[src/afu_pkg.sv]
`default_nettype none

package afu_pkg;

  //////////////////////////////
  // Host command bus
  //////////////////////////////

  localparam int ADDR_WIDTH       = 64;
  localparam int CMD_SIZE_WIDTH   = 12;
  localparam int WRITE_ADDR_WIDTH = 6;
  localparam int LINE_BYTES       = 128; // Size of every read command
  localparam int HALF_BITS        = 512; // One buffer write

  typedef enum logic [12:0] {
    INVALID    = 13'h0000,
    READ_CL_NA = 13'h0A00
  } cmd_code_t;

  typedef enum logic [7:0] {
    DONE    = 8'h00,
    AERROR  = 8'h01,
    DERROR  = 8'h03,
    NLOCK   = 8'h04,
    NRES    = 8'h05,
    FLUSHED = 8'h06,
    FAULT   = 8'h07,
    FAILED  = 8'h08,
    PAGED   = 8'h0A
  } resp_code_t;

  //////////////////////////////
  // Tags
  //////////////////////////////

  localparam int TAG_WIDTH     = 8;
  localparam int OWNER_WIDTH   = 2;                       // Top bits of the tag
  localparam int LOW_TAG_WIDTH = TAG_WIDTH - OWNER_WIDTH; // Free for the owner

  localparam logic [OWNER_WIDTH-1:0] OWNER_WED    = 2'd0;
  localparam logic [OWNER_WIDTH-1:0] OWNER_SUMMER = 2'd1;
  localparam logic [TAG_WIDTH-1:0]   WED_TAG      = {OWNER_WED, 6'd0};

  //////////////////////////////
  // WED layout and job
  //////////////////////////////

  localparam int COUNT_WIDTH        = 32;
  localparam int WED_ARRAY_ADDR_MSB = 0;  // Big-endian bit numbering
  localparam int WED_ARRAY_ADDR_LSB = 63;
  localparam int WED_LINE_COUNT_MSB = 64;
  localparam int WED_LINE_COUNT_LSB = 95;

  localparam int MAX_IN_FLIGHT   = 4;
  localparam int IN_FLIGHT_WIDTH = $clog2(MAX_IN_FLIGHT + 1);
  localparam int ELEM_BITS       = 32;
  localparam int ELEMS_PER_HALF  = HALF_BITS / ELEM_BITS;

  typedef enum logic [2:0] {
    WED_RESET,
    WED_IDLE,
    WED_REQ,
    WED_WAIT,
    WED_DONE,
    WED_ERROR
  } wed_state_t;

endpackage

`default_nettype wire

[src/afu_top.sv]
`timescale 1ns/1ps
`default_nettype none

module afu_top import afu_pkg::*; (
  input  logic                        clock,
  input  logic                        rstn,
  input  logic                        enabled,
  input  logic [0:ADDR_WIDTH-1]       wed_address,
  input  logic                        command_alfull,
  output logic                        command_valid,
  output cmd_code_t                   command_code,
  output logic [0:ADDR_WIDTH-1]       command_address,
  output logic [CMD_SIZE_WIDTH-1:0]   command_size,
  output logic [TAG_WIDTH-1:0]        command_tag,
  input  logic                        write_valid,
  input  logic [TAG_WIDTH-1:0]        write_tag,
  input  logic [WRITE_ADDR_WIDTH-1:0] write_address,
  input  logic [0:HALF_BITS-1]        write_data,
  input  logic                        response_valid,
  input  logic [TAG_WIDTH-1:0]        response_tag,
  input  resp_code_t                  response_code,
  output logic                        job_done,
  output logic [ELEM_BITS-1:0]        job_sum,
  output logic                        job_error
);

  logic                       wed_req, wed_issued, sum_req, sum_issued;
  logic [0:ADDR_WIDTH-1]      wed_req_address, sum_req_address, job_array_address;
  logic [TAG_WIDTH-1:0]       wed_req_tag, sum_req_tag;
  logic                       wed_write_valid, wed_write_half, sum_write_valid, sum_write_half;
  logic [0:HALF_BITS-1]       wed_write_data, sum_write_data;
  logic                       wed_response_valid, wed_response_ok;
  logic                       sum_response_valid, sum_response_ok;
  logic [LOW_TAG_WIDTH-1:0]   sum_response_low_tag;
  logic                       job_valid, wed_job_error, sum_job_error;
  logic [0:COUNT_WIDTH-1]     job_line_count;

  assign job_error = wed_job_error | sum_job_error;

  wed_control u_wed_control (
    .clock, .rstn, .enabled, .wed_address,
    .req (wed_req), .req_address (wed_req_address), .req_tag (wed_req_tag),
    .issued (wed_issued),
    .write_valid (wed_write_valid), .write_half (wed_write_half),
    .write_data (wed_write_data),
    .response_valid (wed_response_valid), .response_ok (wed_response_ok),
    .job_valid, .job_array_address, .job_line_count,
    .job_error (wed_job_error)
  );

  array_summer u_array_summer (
    .clock, .rstn, .job_valid, .job_array_address, .job_line_count,
    .req (sum_req), .req_address (sum_req_address), .req_tag (sum_req_tag),
    .issued (sum_issued),
    .write_valid (sum_write_valid), .write_half (sum_write_half),
    .write_data (sum_write_data),
    .response_valid (sum_response_valid), .response_ok (sum_response_ok),
    .response_low_tag (sum_response_low_tag),
    .job_done, .job_sum, .job_error (sum_job_error)
  );

  command_arbiter u_command_arbiter (
    .clock, .rstn, .command_alfull,
    .req_0 (wed_req), .req_address_0 (wed_req_address), .req_tag_0 (wed_req_tag),
    .issued_0 (wed_issued),
    .req_1 (sum_req), .req_address_1 (sum_req_address), .req_tag_1 (sum_req_tag),
    .issued_1 (sum_issued),
    .command_valid, .command_code, .command_address, .command_size, .command_tag
  );

  response_router u_response_router (
    .clock, .rstn, .write_valid, .write_tag, .write_address, .write_data,
    .response_valid, .response_tag, .response_code,
    .wed_write_valid, .wed_write_half, .wed_write_data,
    .wed_response_valid, .wed_response_ok, .wed_response_low_tag (),
    .sum_write_valid, .sum_write_half, .sum_write_data,
    .sum_response_valid, .sum_response_ok, .sum_response_low_tag
  );

endmodule

`default_nettype wire

[src/array_summer.sv]
`timescale 1ns/1ps
`default_nettype none

module array_summer import afu_pkg::*; (
  input  logic                     clock,
  input  logic                     rstn,
  input  logic                     job_valid,
  input  logic [0:ADDR_WIDTH-1]    job_array_address,
  input  logic [0:COUNT_WIDTH-1]   job_line_count,
  output logic                     req,
  output logic [0:ADDR_WIDTH-1]    req_address,
  output logic [TAG_WIDTH-1:0]     req_tag,
  input  logic                     issued,
  input  logic                     write_valid,
  input  logic                     write_half,
  input  logic [0:HALF_BITS-1]     write_data,
  input  logic                     response_valid,
  input  logic                     response_ok,
  input  logic [LOW_TAG_WIDTH-1:0] response_low_tag,
  output logic                     job_done,
  output logic [ELEM_BITS-1:0]     job_sum,
  output logic                     job_error
);

  logic                          job_valid_q;
  logic                          start, last_resp;
  logic                          active, pending, error;
  logic [IN_FLIGHT_WIDTH-1:0]    outstanding;
  logic [2**LOW_TAG_WIDTH-1:0]   in_flight;   // One bit per low tag
  logic [COUNT_WIDTH-1:0]        next_line, resp_lines, full_lines, line_count;
  logic [0:ADDR_WIDTH-1]         base_address;
  logic [ELEM_BITS-1:0]          half_sum;

  assign start     = job_valid && !job_valid_q;
  assign last_resp = active && response_valid && (resp_lines == line_count - 1'b1);

  //////////////////////////////
  // Read requests
  //////////////////////////////

  assign req = active && !pending && (next_line != line_count) &&
               (outstanding < MAX_IN_FLIGHT);
  assign req_address = base_address + ADDR_WIDTH'(next_line) * ADDR_WIDTH'(LINE_BYTES);
  assign req_tag     = {OWNER_SUMMER, next_line[LOW_TAG_WIDTH-1:0]};

  always_ff @(posedge clock or negedge rstn) begin
    if (!rstn) begin
      job_valid_q <= 1'b0;
      active      <= 1'b0;
      pending     <= 1'b0;
      error       <= 1'b0;
      outstanding <= '0;
      in_flight   <= '0;
      next_line   <= '0;
      resp_lines  <= '0;
      job_done    <= 1'b0;
      job_error   <= 1'b0;
    end else begin
      job_valid_q <= job_valid;
      job_done    <= 1'b0;
      job_error   <= 1'b0;
      if (start) begin
        active      <= (job_line_count != '0);
        job_done    <= (job_line_count == '0); // Empty job ends at once
        pending     <= 1'b0;
        error       <= 1'b0;
        outstanding <= '0;
        in_flight   <= '0;
        next_line   <= '0;
        resp_lines  <= '0;
      end else if (active) begin
        if (req) begin
          pending   <= 1'b1;
          next_line <= next_line + 1'b1;
          in_flight[next_line[LOW_TAG_WIDTH-1:0]] <= 1'b1;
        end
        if (issued) pending <= 1'b0; // Peer may ask again
        outstanding <= outstanding + IN_FLIGHT_WIDTH'(req)
                                   - IN_FLIGHT_WIDTH'(response_valid);
        if (response_valid) begin
          resp_lines <= resp_lines + 1'b1;
          in_flight[response_low_tag] <= 1'b0;
          if (!response_ok) error <= 1'b1;
        end
        if (last_resp) begin
          active    <= 1'b0;
          job_done  <= 1'b1;
          job_error <= error || !response_ok;
        end
      end
    end
  end

  //////////////////////////////
  // Accumulate
  //////////////////////////////

  always_comb begin
    half_sum = '0;
    for (int i = 0; i < ELEMS_PER_HALF; i++) begin
      half_sum = half_sum + write_data[i*ELEM_BITS +: ELEM_BITS];
    end
  end

  always_ff @(posedge clock) begin
    if (start) begin
      base_address <= job_array_address;
      line_count   <= job_line_count;
      job_sum      <= '0;
      full_lines   <= '0;
    end else if (active && write_valid) begin
      job_sum <= job_sum + half_sum; // Wraps modulo 2^32
      if (write_half) full_lines <= full_lines + 1'b1;
    end
  end

  assert property (@(posedge clock) disable iff (!rstn)
    outstanding <= MAX_IN_FLIGHT);

  // Every response retires a read that this unit has asked for
  assert property (@(posedge clock) disable iff (!rstn)
    active && response_valid |-> in_flight[response_low_tag]);

  // A clean job has seen both halves of every line
  assert property (@(posedge clock) disable iff (!rstn)
    job_done && !job_error |-> full_lines == line_count);

endmodule

`default_nettype wire

[src/command_arbiter.sv]
`timescale 1ns/1ps
`default_nettype none

module command_arbiter import afu_pkg::*; (
  input  logic                      clock,
  input  logic                      rstn,
  input  logic                      command_alfull,
  input  logic                      req_0,
  input  logic [0:ADDR_WIDTH-1]     req_address_0,
  input  logic [TAG_WIDTH-1:0]      req_tag_0,
  output logic                      issued_0,
  input  logic                      req_1,
  input  logic [0:ADDR_WIDTH-1]     req_address_1,
  input  logic [TAG_WIDTH-1:0]      req_tag_1,
  output logic                      issued_1,
  output logic                      command_valid,
  output cmd_code_t                 command_code,
  output logic [0:ADDR_WIDTH-1]     command_address,
  output logic [CMD_SIZE_WIDTH-1:0] command_size,
  output logic [TAG_WIDTH-1:0]      command_tag
);

  logic [1:0]            req_in, pend, grant;
  logic                  last_grant;        // High when peer 1 won last
  logic [0:ADDR_WIDTH-1] slot_address [2];
  logic [TAG_WIDTH-1:0]  slot_tag [2];

  assign req_in = {req_1, req_0};

  //////////////////////////////
  // Slots
  //////////////////////////////

  always_ff @(posedge clock or negedge rstn) begin
    if (!rstn) begin
      pend       <= '0;
      last_grant <= 1'b0;
    end else begin
      pend <= (pend & ~grant) | req_in;
      if (command_valid) last_grant <= grant[1];
    end
  end

  always_ff @(posedge clock) begin
    if (req_0) begin
      slot_address[0] <= req_address_0;
      slot_tag[0]     <= req_tag_0;
    end
    if (req_1) begin
      slot_address[1] <= req_address_1;
      slot_tag[1]     <= req_tag_1;
    end
  end

  //////////////////////////////
  // Grant and command
  //////////////////////////////

  always_comb begin
    grant = pend;
    if (pend == 2'b11) grant = last_grant ? 2'b01 : 2'b10; // Alternate
    if (command_alfull) grant = 2'b00;                     // Hold everything
  end

  assign command_valid   = |grant;
  assign command_code    = command_valid ? READ_CL_NA : INVALID;
  assign command_address = grant[1] ? slot_address[1] : slot_address[0];
  assign command_tag     = grant[1] ? slot_tag[1] : slot_tag[0];
  assign command_size    = CMD_SIZE_WIDTH'(LINE_BYTES);
  assign issued_0        = grant[0];
  assign issued_1        = grant[1];

  // Peers wait for their issued pulse before asking again
  assert property (@(posedge clock) disable iff (!rstn) req_0 |-> !pend[0]);
  assert property (@(posedge clock) disable iff (!rstn) req_1 |-> !pend[1]);

endmodule

`default_nettype wire

[src/response_router.sv]
`timescale 1ns/1ps
`default_nettype none

module response_router import afu_pkg::*; (
  input  logic                        clock,
  input  logic                        rstn,
  input  logic                        write_valid,
  input  logic [TAG_WIDTH-1:0]        write_tag,
  input  logic [WRITE_ADDR_WIDTH-1:0] write_address,
  input  logic [0:HALF_BITS-1]        write_data,
  input  logic                        response_valid,
  input  logic [TAG_WIDTH-1:0]        response_tag,
  input  resp_code_t                  response_code,
  output logic                        wed_write_valid,
  output logic                        wed_write_half,
  output logic [0:HALF_BITS-1]        wed_write_data,
  output logic                        wed_response_valid,
  output logic                        wed_response_ok,
  output logic [LOW_TAG_WIDTH-1:0]    wed_response_low_tag,
  output logic                        sum_write_valid,
  output logic                        sum_write_half,
  output logic [0:HALF_BITS-1]        sum_write_data,
  output logic                        sum_response_valid,
  output logic                        sum_response_ok,
  output logic [LOW_TAG_WIDTH-1:0]    sum_response_low_tag
);

  logic                   write_valid_q, response_valid_q, write_half_q;
  logic [TAG_WIDTH-1:0]   write_tag_q, response_tag_q;
  logic [0:HALF_BITS-1]   write_data_q;
  resp_code_t             response_code_q;
  logic [OWNER_WIDTH-1:0] write_owner, response_owner;

  always_ff @(posedge clock or negedge rstn) begin
    if (!rstn) begin
      write_valid_q    <= 1'b0;
      response_valid_q <= 1'b0;
    end else begin
      write_valid_q    <= write_valid;
      response_valid_q <= response_valid;
    end
  end

  always_ff @(posedge clock) begin
    write_tag_q     <= write_tag;
    write_half_q    <= write_address[0]; // Half index within the line
    write_data_q    <= write_data;
    response_tag_q  <= response_tag;
    response_code_q <= response_code;
  end

  assign write_owner    = write_tag_q[TAG_WIDTH-1 -: OWNER_WIDTH];
  assign response_owner = response_tag_q[TAG_WIDTH-1 -: OWNER_WIDTH];

  assign wed_write_valid      = write_valid_q && (write_owner == OWNER_WED);
  assign wed_write_half       = write_half_q;
  assign wed_write_data       = write_data_q;
  assign wed_response_valid   = response_valid_q && (response_owner == OWNER_WED);
  assign wed_response_ok      = (response_code_q == DONE);
  assign wed_response_low_tag = response_tag_q[LOW_TAG_WIDTH-1:0];

  assign sum_write_valid      = write_valid_q && (write_owner == OWNER_SUMMER);
  assign sum_write_half       = write_half_q;
  assign sum_write_data       = write_data_q;
  assign sum_response_valid   = response_valid_q && (response_owner == OWNER_SUMMER);
  assign sum_response_ok      = (response_code_q == DONE);
  assign sum_response_low_tag = response_tag_q[LOW_TAG_WIDTH-1:0];

endmodule

`default_nettype wire

[src/wed_control.sv]
`timescale 1ns/1ps
`default_nettype none

module wed_control import afu_pkg::*; (
  input  logic                   clock,
  input  logic                   rstn,
  input  logic                   enabled,
  input  logic [0:ADDR_WIDTH-1]  wed_address,
  output logic                   req,
  output logic [0:ADDR_WIDTH-1]  req_address,
  output logic [TAG_WIDTH-1:0]   req_tag,
  input  logic                   issued,
  input  logic                   write_valid,
  input  logic                   write_half,
  input  logic [0:HALF_BITS-1]   write_data,
  input  logic                   response_valid,
  input  logic                   response_ok,
  output logic                   job_valid,
  output logic [0:ADDR_WIDTH-1]  job_array_address,
  output logic [0:COUNT_WIDTH-1] job_line_count,
  output logic                   job_error
);

  wed_state_t               state, next_state;
  logic [0:2*HALF_BITS-1]   wed_line;

  //////////////////////////////
  // FSM
  //////////////////////////////

  always_ff @(posedge clock or negedge rstn) begin
    if (!rstn) begin
      state <= WED_RESET;
      req   <= 1'b0;
    end else begin
      state <= next_state;
      req   <= (state == WED_IDLE) && enabled; // Single pulse on entry to REQ
    end
  end

  always_comb begin
    next_state = state;
    case (state)
      WED_RESET: next_state = WED_IDLE;
      WED_IDLE: begin
        if (enabled) next_state = WED_REQ;
      end
      WED_REQ: begin
        if (issued) next_state = WED_WAIT; // Command is on the host bus
      end
      WED_WAIT: begin
        if (response_valid) next_state = response_ok ? WED_DONE : WED_ERROR;
      end
      WED_DONE, WED_ERROR: begin
        if (!enabled) next_state = WED_IDLE; // Job held until disabled
      end
      default: next_state = WED_RESET;
    endcase
  end

  assign req_address = wed_address;
  assign req_tag     = WED_TAG;
  assign job_valid   = (state == WED_DONE);
  assign job_error   = (state == WED_ERROR);

  //////////////////////////////
  // WED line and decode
  //////////////////////////////

  always_ff @(posedge clock) begin
    if (write_valid && state == WED_WAIT) begin
      if (write_half) begin
        wed_line[HALF_BITS:2*HALF_BITS-1] <= write_data; // Second 64 bytes
      end else begin
        wed_line[0:HALF_BITS-1] <= write_data;
      end
    end
    // Both halves are in by the time the response arrives
    if (state == WED_WAIT && response_valid && response_ok) begin
      job_array_address <= wed_line[WED_ARRAY_ADDR_MSB:WED_ARRAY_ADDR_LSB];
      job_line_count    <= wed_line[WED_LINE_COUNT_MSB:WED_LINE_COUNT_LSB];
    end
  end

  // Host data for the WED tag only comes back while the read is open
  assert property (@(posedge clock) disable iff (!rstn)
    write_valid |-> state == WED_WAIT);

endmodule

`default_nettype wire
[config.mk]
export PLATFORM = sky130hd
export DESIGN_NAME = afu_top
export DESIGN_NICKNAME = d
export VERILOG_FILES = /design/src/afu_pkg.sv /design/src/afu_top.sv /design/src/array_summer.sv /design/src/command_arbiter.sv /design/src/response_router.sv /design/src/wed_control.sv
export SDC_FILE = /design/constraint.sdc
export NUM_CORES = 2
export LEC_CHECK = 0
export ABC_AREA = 1
export BUFFER_PORTS_ARGS = -buffer_cell sky130_fd_sc_hd__buf_4
export CORE_MARGIN = 2
export CORE_UTILIZATION = 57
export DETAILED_ROUTE_END_ITERATION = 8
export GPL_ROUTABILITY_DRIVEN = 0
export PLACE_DENSITY_LB_ADDON = 0.25
export RECOVER_POWER = 25
export SYNTH_ARGS = -nofsm -noshare
export SYNTH_HDL_FRONTEND = slang
export SYNTH_SLANG_ARGS = --single-unit
[constraint.sdc]
create_clock -name clock -period 14.3 [get_ports clock]
set_input_delay 1.43 -clock clock [delete_from_list [all_inputs] [get_ports clock]]
set_output_delay 1.43 -clock clock [all_outputs]
set_load 0.1 [all_outputs]
==> key figures <==
Cells and area
  – NumNets Final: 6176
  – Reg area: 0.02588 mm^2
  – Area of the multi-input gates: 0.01813 mm^2
  – Share of cells above drive strength 1: 18.00%
  – Filler cell count: 5983
  – Post-route cell area: 0.05823 mm^2
  – Fin cells: 6214
  – Area Overhead vs Synth: 21.03%

STA
  – Total negative slack: 0 ns
  – Relative slew slack: 19.35%
  – Fin. Hold Viols: 0
  – Unrepaired setup endpoints after global routing: false
  – Worst setup margin: 7.508 ns
  – Worst Skew: 0.01788 ns
  – Fmax: 0.1472 GHz
  – Pins over their slew limit: 0
  – Final min period: 6.792 ns
  – Crit share post-route: 47.50%
  – Slew @ Worst Pin: 1.203 ns
  – Setup Viol. Count Final: 0

Logic synthesis
  – Post-Synth Simple-Gate Area: 9.617%
  – Mapped cell area: 0.04811 mm^2
  – Cell with the most instances after synthesis: inv_1
  – Mux contribution to synthesized area: 0%
  – Post-Synth XOR/XNOR Area: 3.149%
  – Asr flop ratio synth: 7.729%
  – #FFs+latches synth: 1061
  – Mapped Cells: 4258
  – Top-area cell type share of the netlist area: 26.34%
  – Post-synth top flop: dfxtp_1
  – Top cell type by total area after synthesis: edfxtp_1
  – Synth Area in Compound Gates: 3.815%
  – Synth unique cells: 55
  – Synth top area cells: edfxtp_1, dfxtp_1, fa_1
  – Main combinational cell family by area after synthesis: adder cells
  – Synthesized area per cell: 11.30 um^2
  – Adder-cell share of the synthesized area: 20.88%
  – Most frequent cells after synthesis: inv_1, nand2_1, dfxtp_1
  – Post-synthesis sequential area ratio: 53.78%
  – Ys Warns: 0
  – EDFF count, synth: 422

Setup path
  – Reg2Reg Setup Slack: 7.51 ns
  – Buf/Inv on CP: 6
  – Worst EP required: 14.85 ns
  – Critical Path Start Type: flop
  – CP peak stage delay: 0.61 ns
  – Top Family by Delay on Critical Path: adder cells
  – Critical Path End Type: flop
  – Critical path class: reg -> reg
  – Crit-path max FO: 3
  – Crit path top cell by count: fa_1
  – CP cell instances: inv_1 -> fa_1 -> fa_1 -> fa_1 -> inv_1 -> fa_1 -> inv_1 -> fa_1 -> fa_1 -> inv_1 -> ha_1 -> inv_1 -> fa_1 -> o21ai_0 -> a21oi_1 -> o21bai_1 -> a21boi_0 -> o2111ai_1 -> nor2_1 -> o21ai_0 -> inv_1
  – Max stage delay cell, worst path: o21ai_0
  – Crit path DAT: 7.34 ns

Floorplanning
  – Initial core utilization: 57.58%
  – Die height: 294.5 um
  – Row count: 106
  – Die ar.: 0.08675 mm^2
  – Ports: 744
  – Die Width: 294.5 um
  – Core area: 0.08356 mm^2

Global routing
  – Number of global-route vias before repair: 32860
  – Total GRT Usage: 28.29%
  – First-pass GRT wire length: 183100 um
  – Grt ovf: 0
  – Largest net degree at the start of global routing: 138
  – Initial antenna violation count: 15

CTS
  – CTS Sinks: 1061
  – Maximum clock path buffer count: 3
  – Clock transition at path regs: 0.06 ns
  – H-tree Lvls: 3
  – Clk_lat worst skew: 0.67 ns
  – CTS Hold Bufs: 0
  – CTS Buf Count: 105
  – Post-CTS sizing: 0
  – Setup Fix Bufs, Post-CTS: 0
  – CTS tree: built
  – CTS root buffer: clkbuf_16

Run
  – Max-Cap Viols: 0

Detailed routing
  – Initial drt markers: 2214
  – Pre-Repair DR Iteration Count: 5
  – DRC: 0
  – Routed WL: 119500 um
  – Vias: 31100
  – Wire per inst: 19.22 um
  – Post-route ant nets: 0
  – Vias/cell: 5.005

Run status
  – Status: completed

Place
  – Half-perimeter wire length after placement: 94070 um
  – Placed insts: 6007
  – IO Port Bufs: 702
  – Placed Area: 0.05460 mm^2
  – Dpl ws: 7.717 ns

Min path
  – Hold Path Class: reg -> reg
-- metal layers --
layer  track usage [%]  part of all wire, %  vias up
li1                  -                    -    14660
met1             34.95                   38    15010
met2             49.15                   51     1139
met3             5.520                  7.1      284
met4             10.98                  4.2        4
met5                 0                0.024        -
-- sequential cells by signal, summed over array words and instances, names as in the netlist, 2 cells and up --
register and count:
u_array_summer.base_address 64, u_array_summer.job_sum 32, u_array_summer.line_count 32, u_array_summer.next_line 32, u_array_summer.outstanding 3, u_array_summer.resp_lines 32
u_command_arbiter.pend 2, u_command_arbiter.slot_address 128, u_command_arbiter.slot_tag 6, u_response_router.response_code_q 8, u_response_router.response_tag_q 2, u_response_router.sum_write_data 512
u_response_router.write_tag_q 2, u_wed_control.job_array_address 64, u_wed_control.job_line_count 32, u_wed_control.state 3, u_wed_control.wed_line 96
-- cells in the final DEF (no fill, tap or decap), types with 5 or more instances in the layout --
| cell | netlist | layout |
|---|---|---|
| inv_1 | 1024 | 1022 |
| edfxtp_1 | 422 | 422 |
| fa_1 | 455 | 455 |
| xnor2_1 | 75 | 75 |
| o21bai_1 | 12 | 12 |
| conb_1 | 2 | 24 |
| a21o_1 | 9 | 9 |
| clkinv_1 | 0 | 6 |
| xor2_1 | 98 | 98 |
| nor2_1 | 218 | 218 |
| nor2_2 | 5 | 5 |
| nor3_2 | 4 | 6 |
| o31ai_1 | 14 | 14 |
| nand3_1 | 80 | 79 |
| diode_2 | 0 | 12 |
| dfrtp_1 | 82 | 81 |
| clkbuf_1 | 35 | 27 |
| o21ai_0 | 121 | 121 |
| nor4_1 | 36 | 36 |
| nor3_1 | 63 | 61 |
| nand4_1 | 62 | 62 |
| nand2_1 | 569 | 568 |
| clkbuf_8 | 0 | 16 |
| bufinv_16 | 0 | 9 |
| dfxtp_1 | 557 | 557 |
| clkbuf_4 | 0 | 108 |
| a21oi_1 | 132 | 132 |
| clkinv_2 | 0 | 14 |
| o21a_1 | 8 | 8 |
| or2_2 | 14 | 14 |
| clkbuf_16 | 0 | 112 |
| buf_4 | 27 | 605 |
| ha_1 | 75 | 75 |
-- layout make-up --
type / count / area share [%]
clock inverter: 41 / 0.8509
antenna: 12 / 0.05157
sequential: 1061 / 44.44
multi-input combinational: 2126 / 31.14
tap: 1080 / 2.321
inverter: 1025 / 6.609
timing repair buffer: 715 / 9.233
clock buffer: 154 / 5.359
-- kinds of logic after synthesis --
kind of cell / Yosys count
buffers and inverters: 1093
and+or+nand+nor: 1072
DFF: 1061
adders and majority gates: 530
AOI/OAI and AO/OA: 327
xor gates and xnor gates: 173
other: 2
-- through the flow --
| stage | utilization [%] | hold slack [ns] |
|---|---|---|
| floorplan | - | 0.4003 |
| global placement | 65.34 | 0.4006 |
| detailed placement | 65.34 | 0.4045 |
| CTS | 69.67 | 0.4044 |
| global route | 69.69 | 0.4210 |
| finish | 69.69 | 0.4102 |
-- path summary, 6_finish.rpt --
check | start | end | depth (start not counted)
max in group asynchronous | rstn | u_array_summer.resp_lines[0] | 2
worst min-delay path | u_wed_control.job_array_address[54] | u_array_summer.base_address[54] | 0
worst max register to register | u_response_router.sum_write_data[93] | u_array_summer.job_sum[30] | 21
worst min register to register | u_wed_control.job_array_address[54] | u_array_summer.base_address[54] | 0
min in group asynchronous | rstn | u_wed_control.state[2] | 1
worst max-delay path | u_response_router.sum_write_data[93] | u_array_summer.job_sum[30] | 21
Power is not shown: default switching activity piles up to over one toggle a cycle in this logic, so the estimate is an artifact.
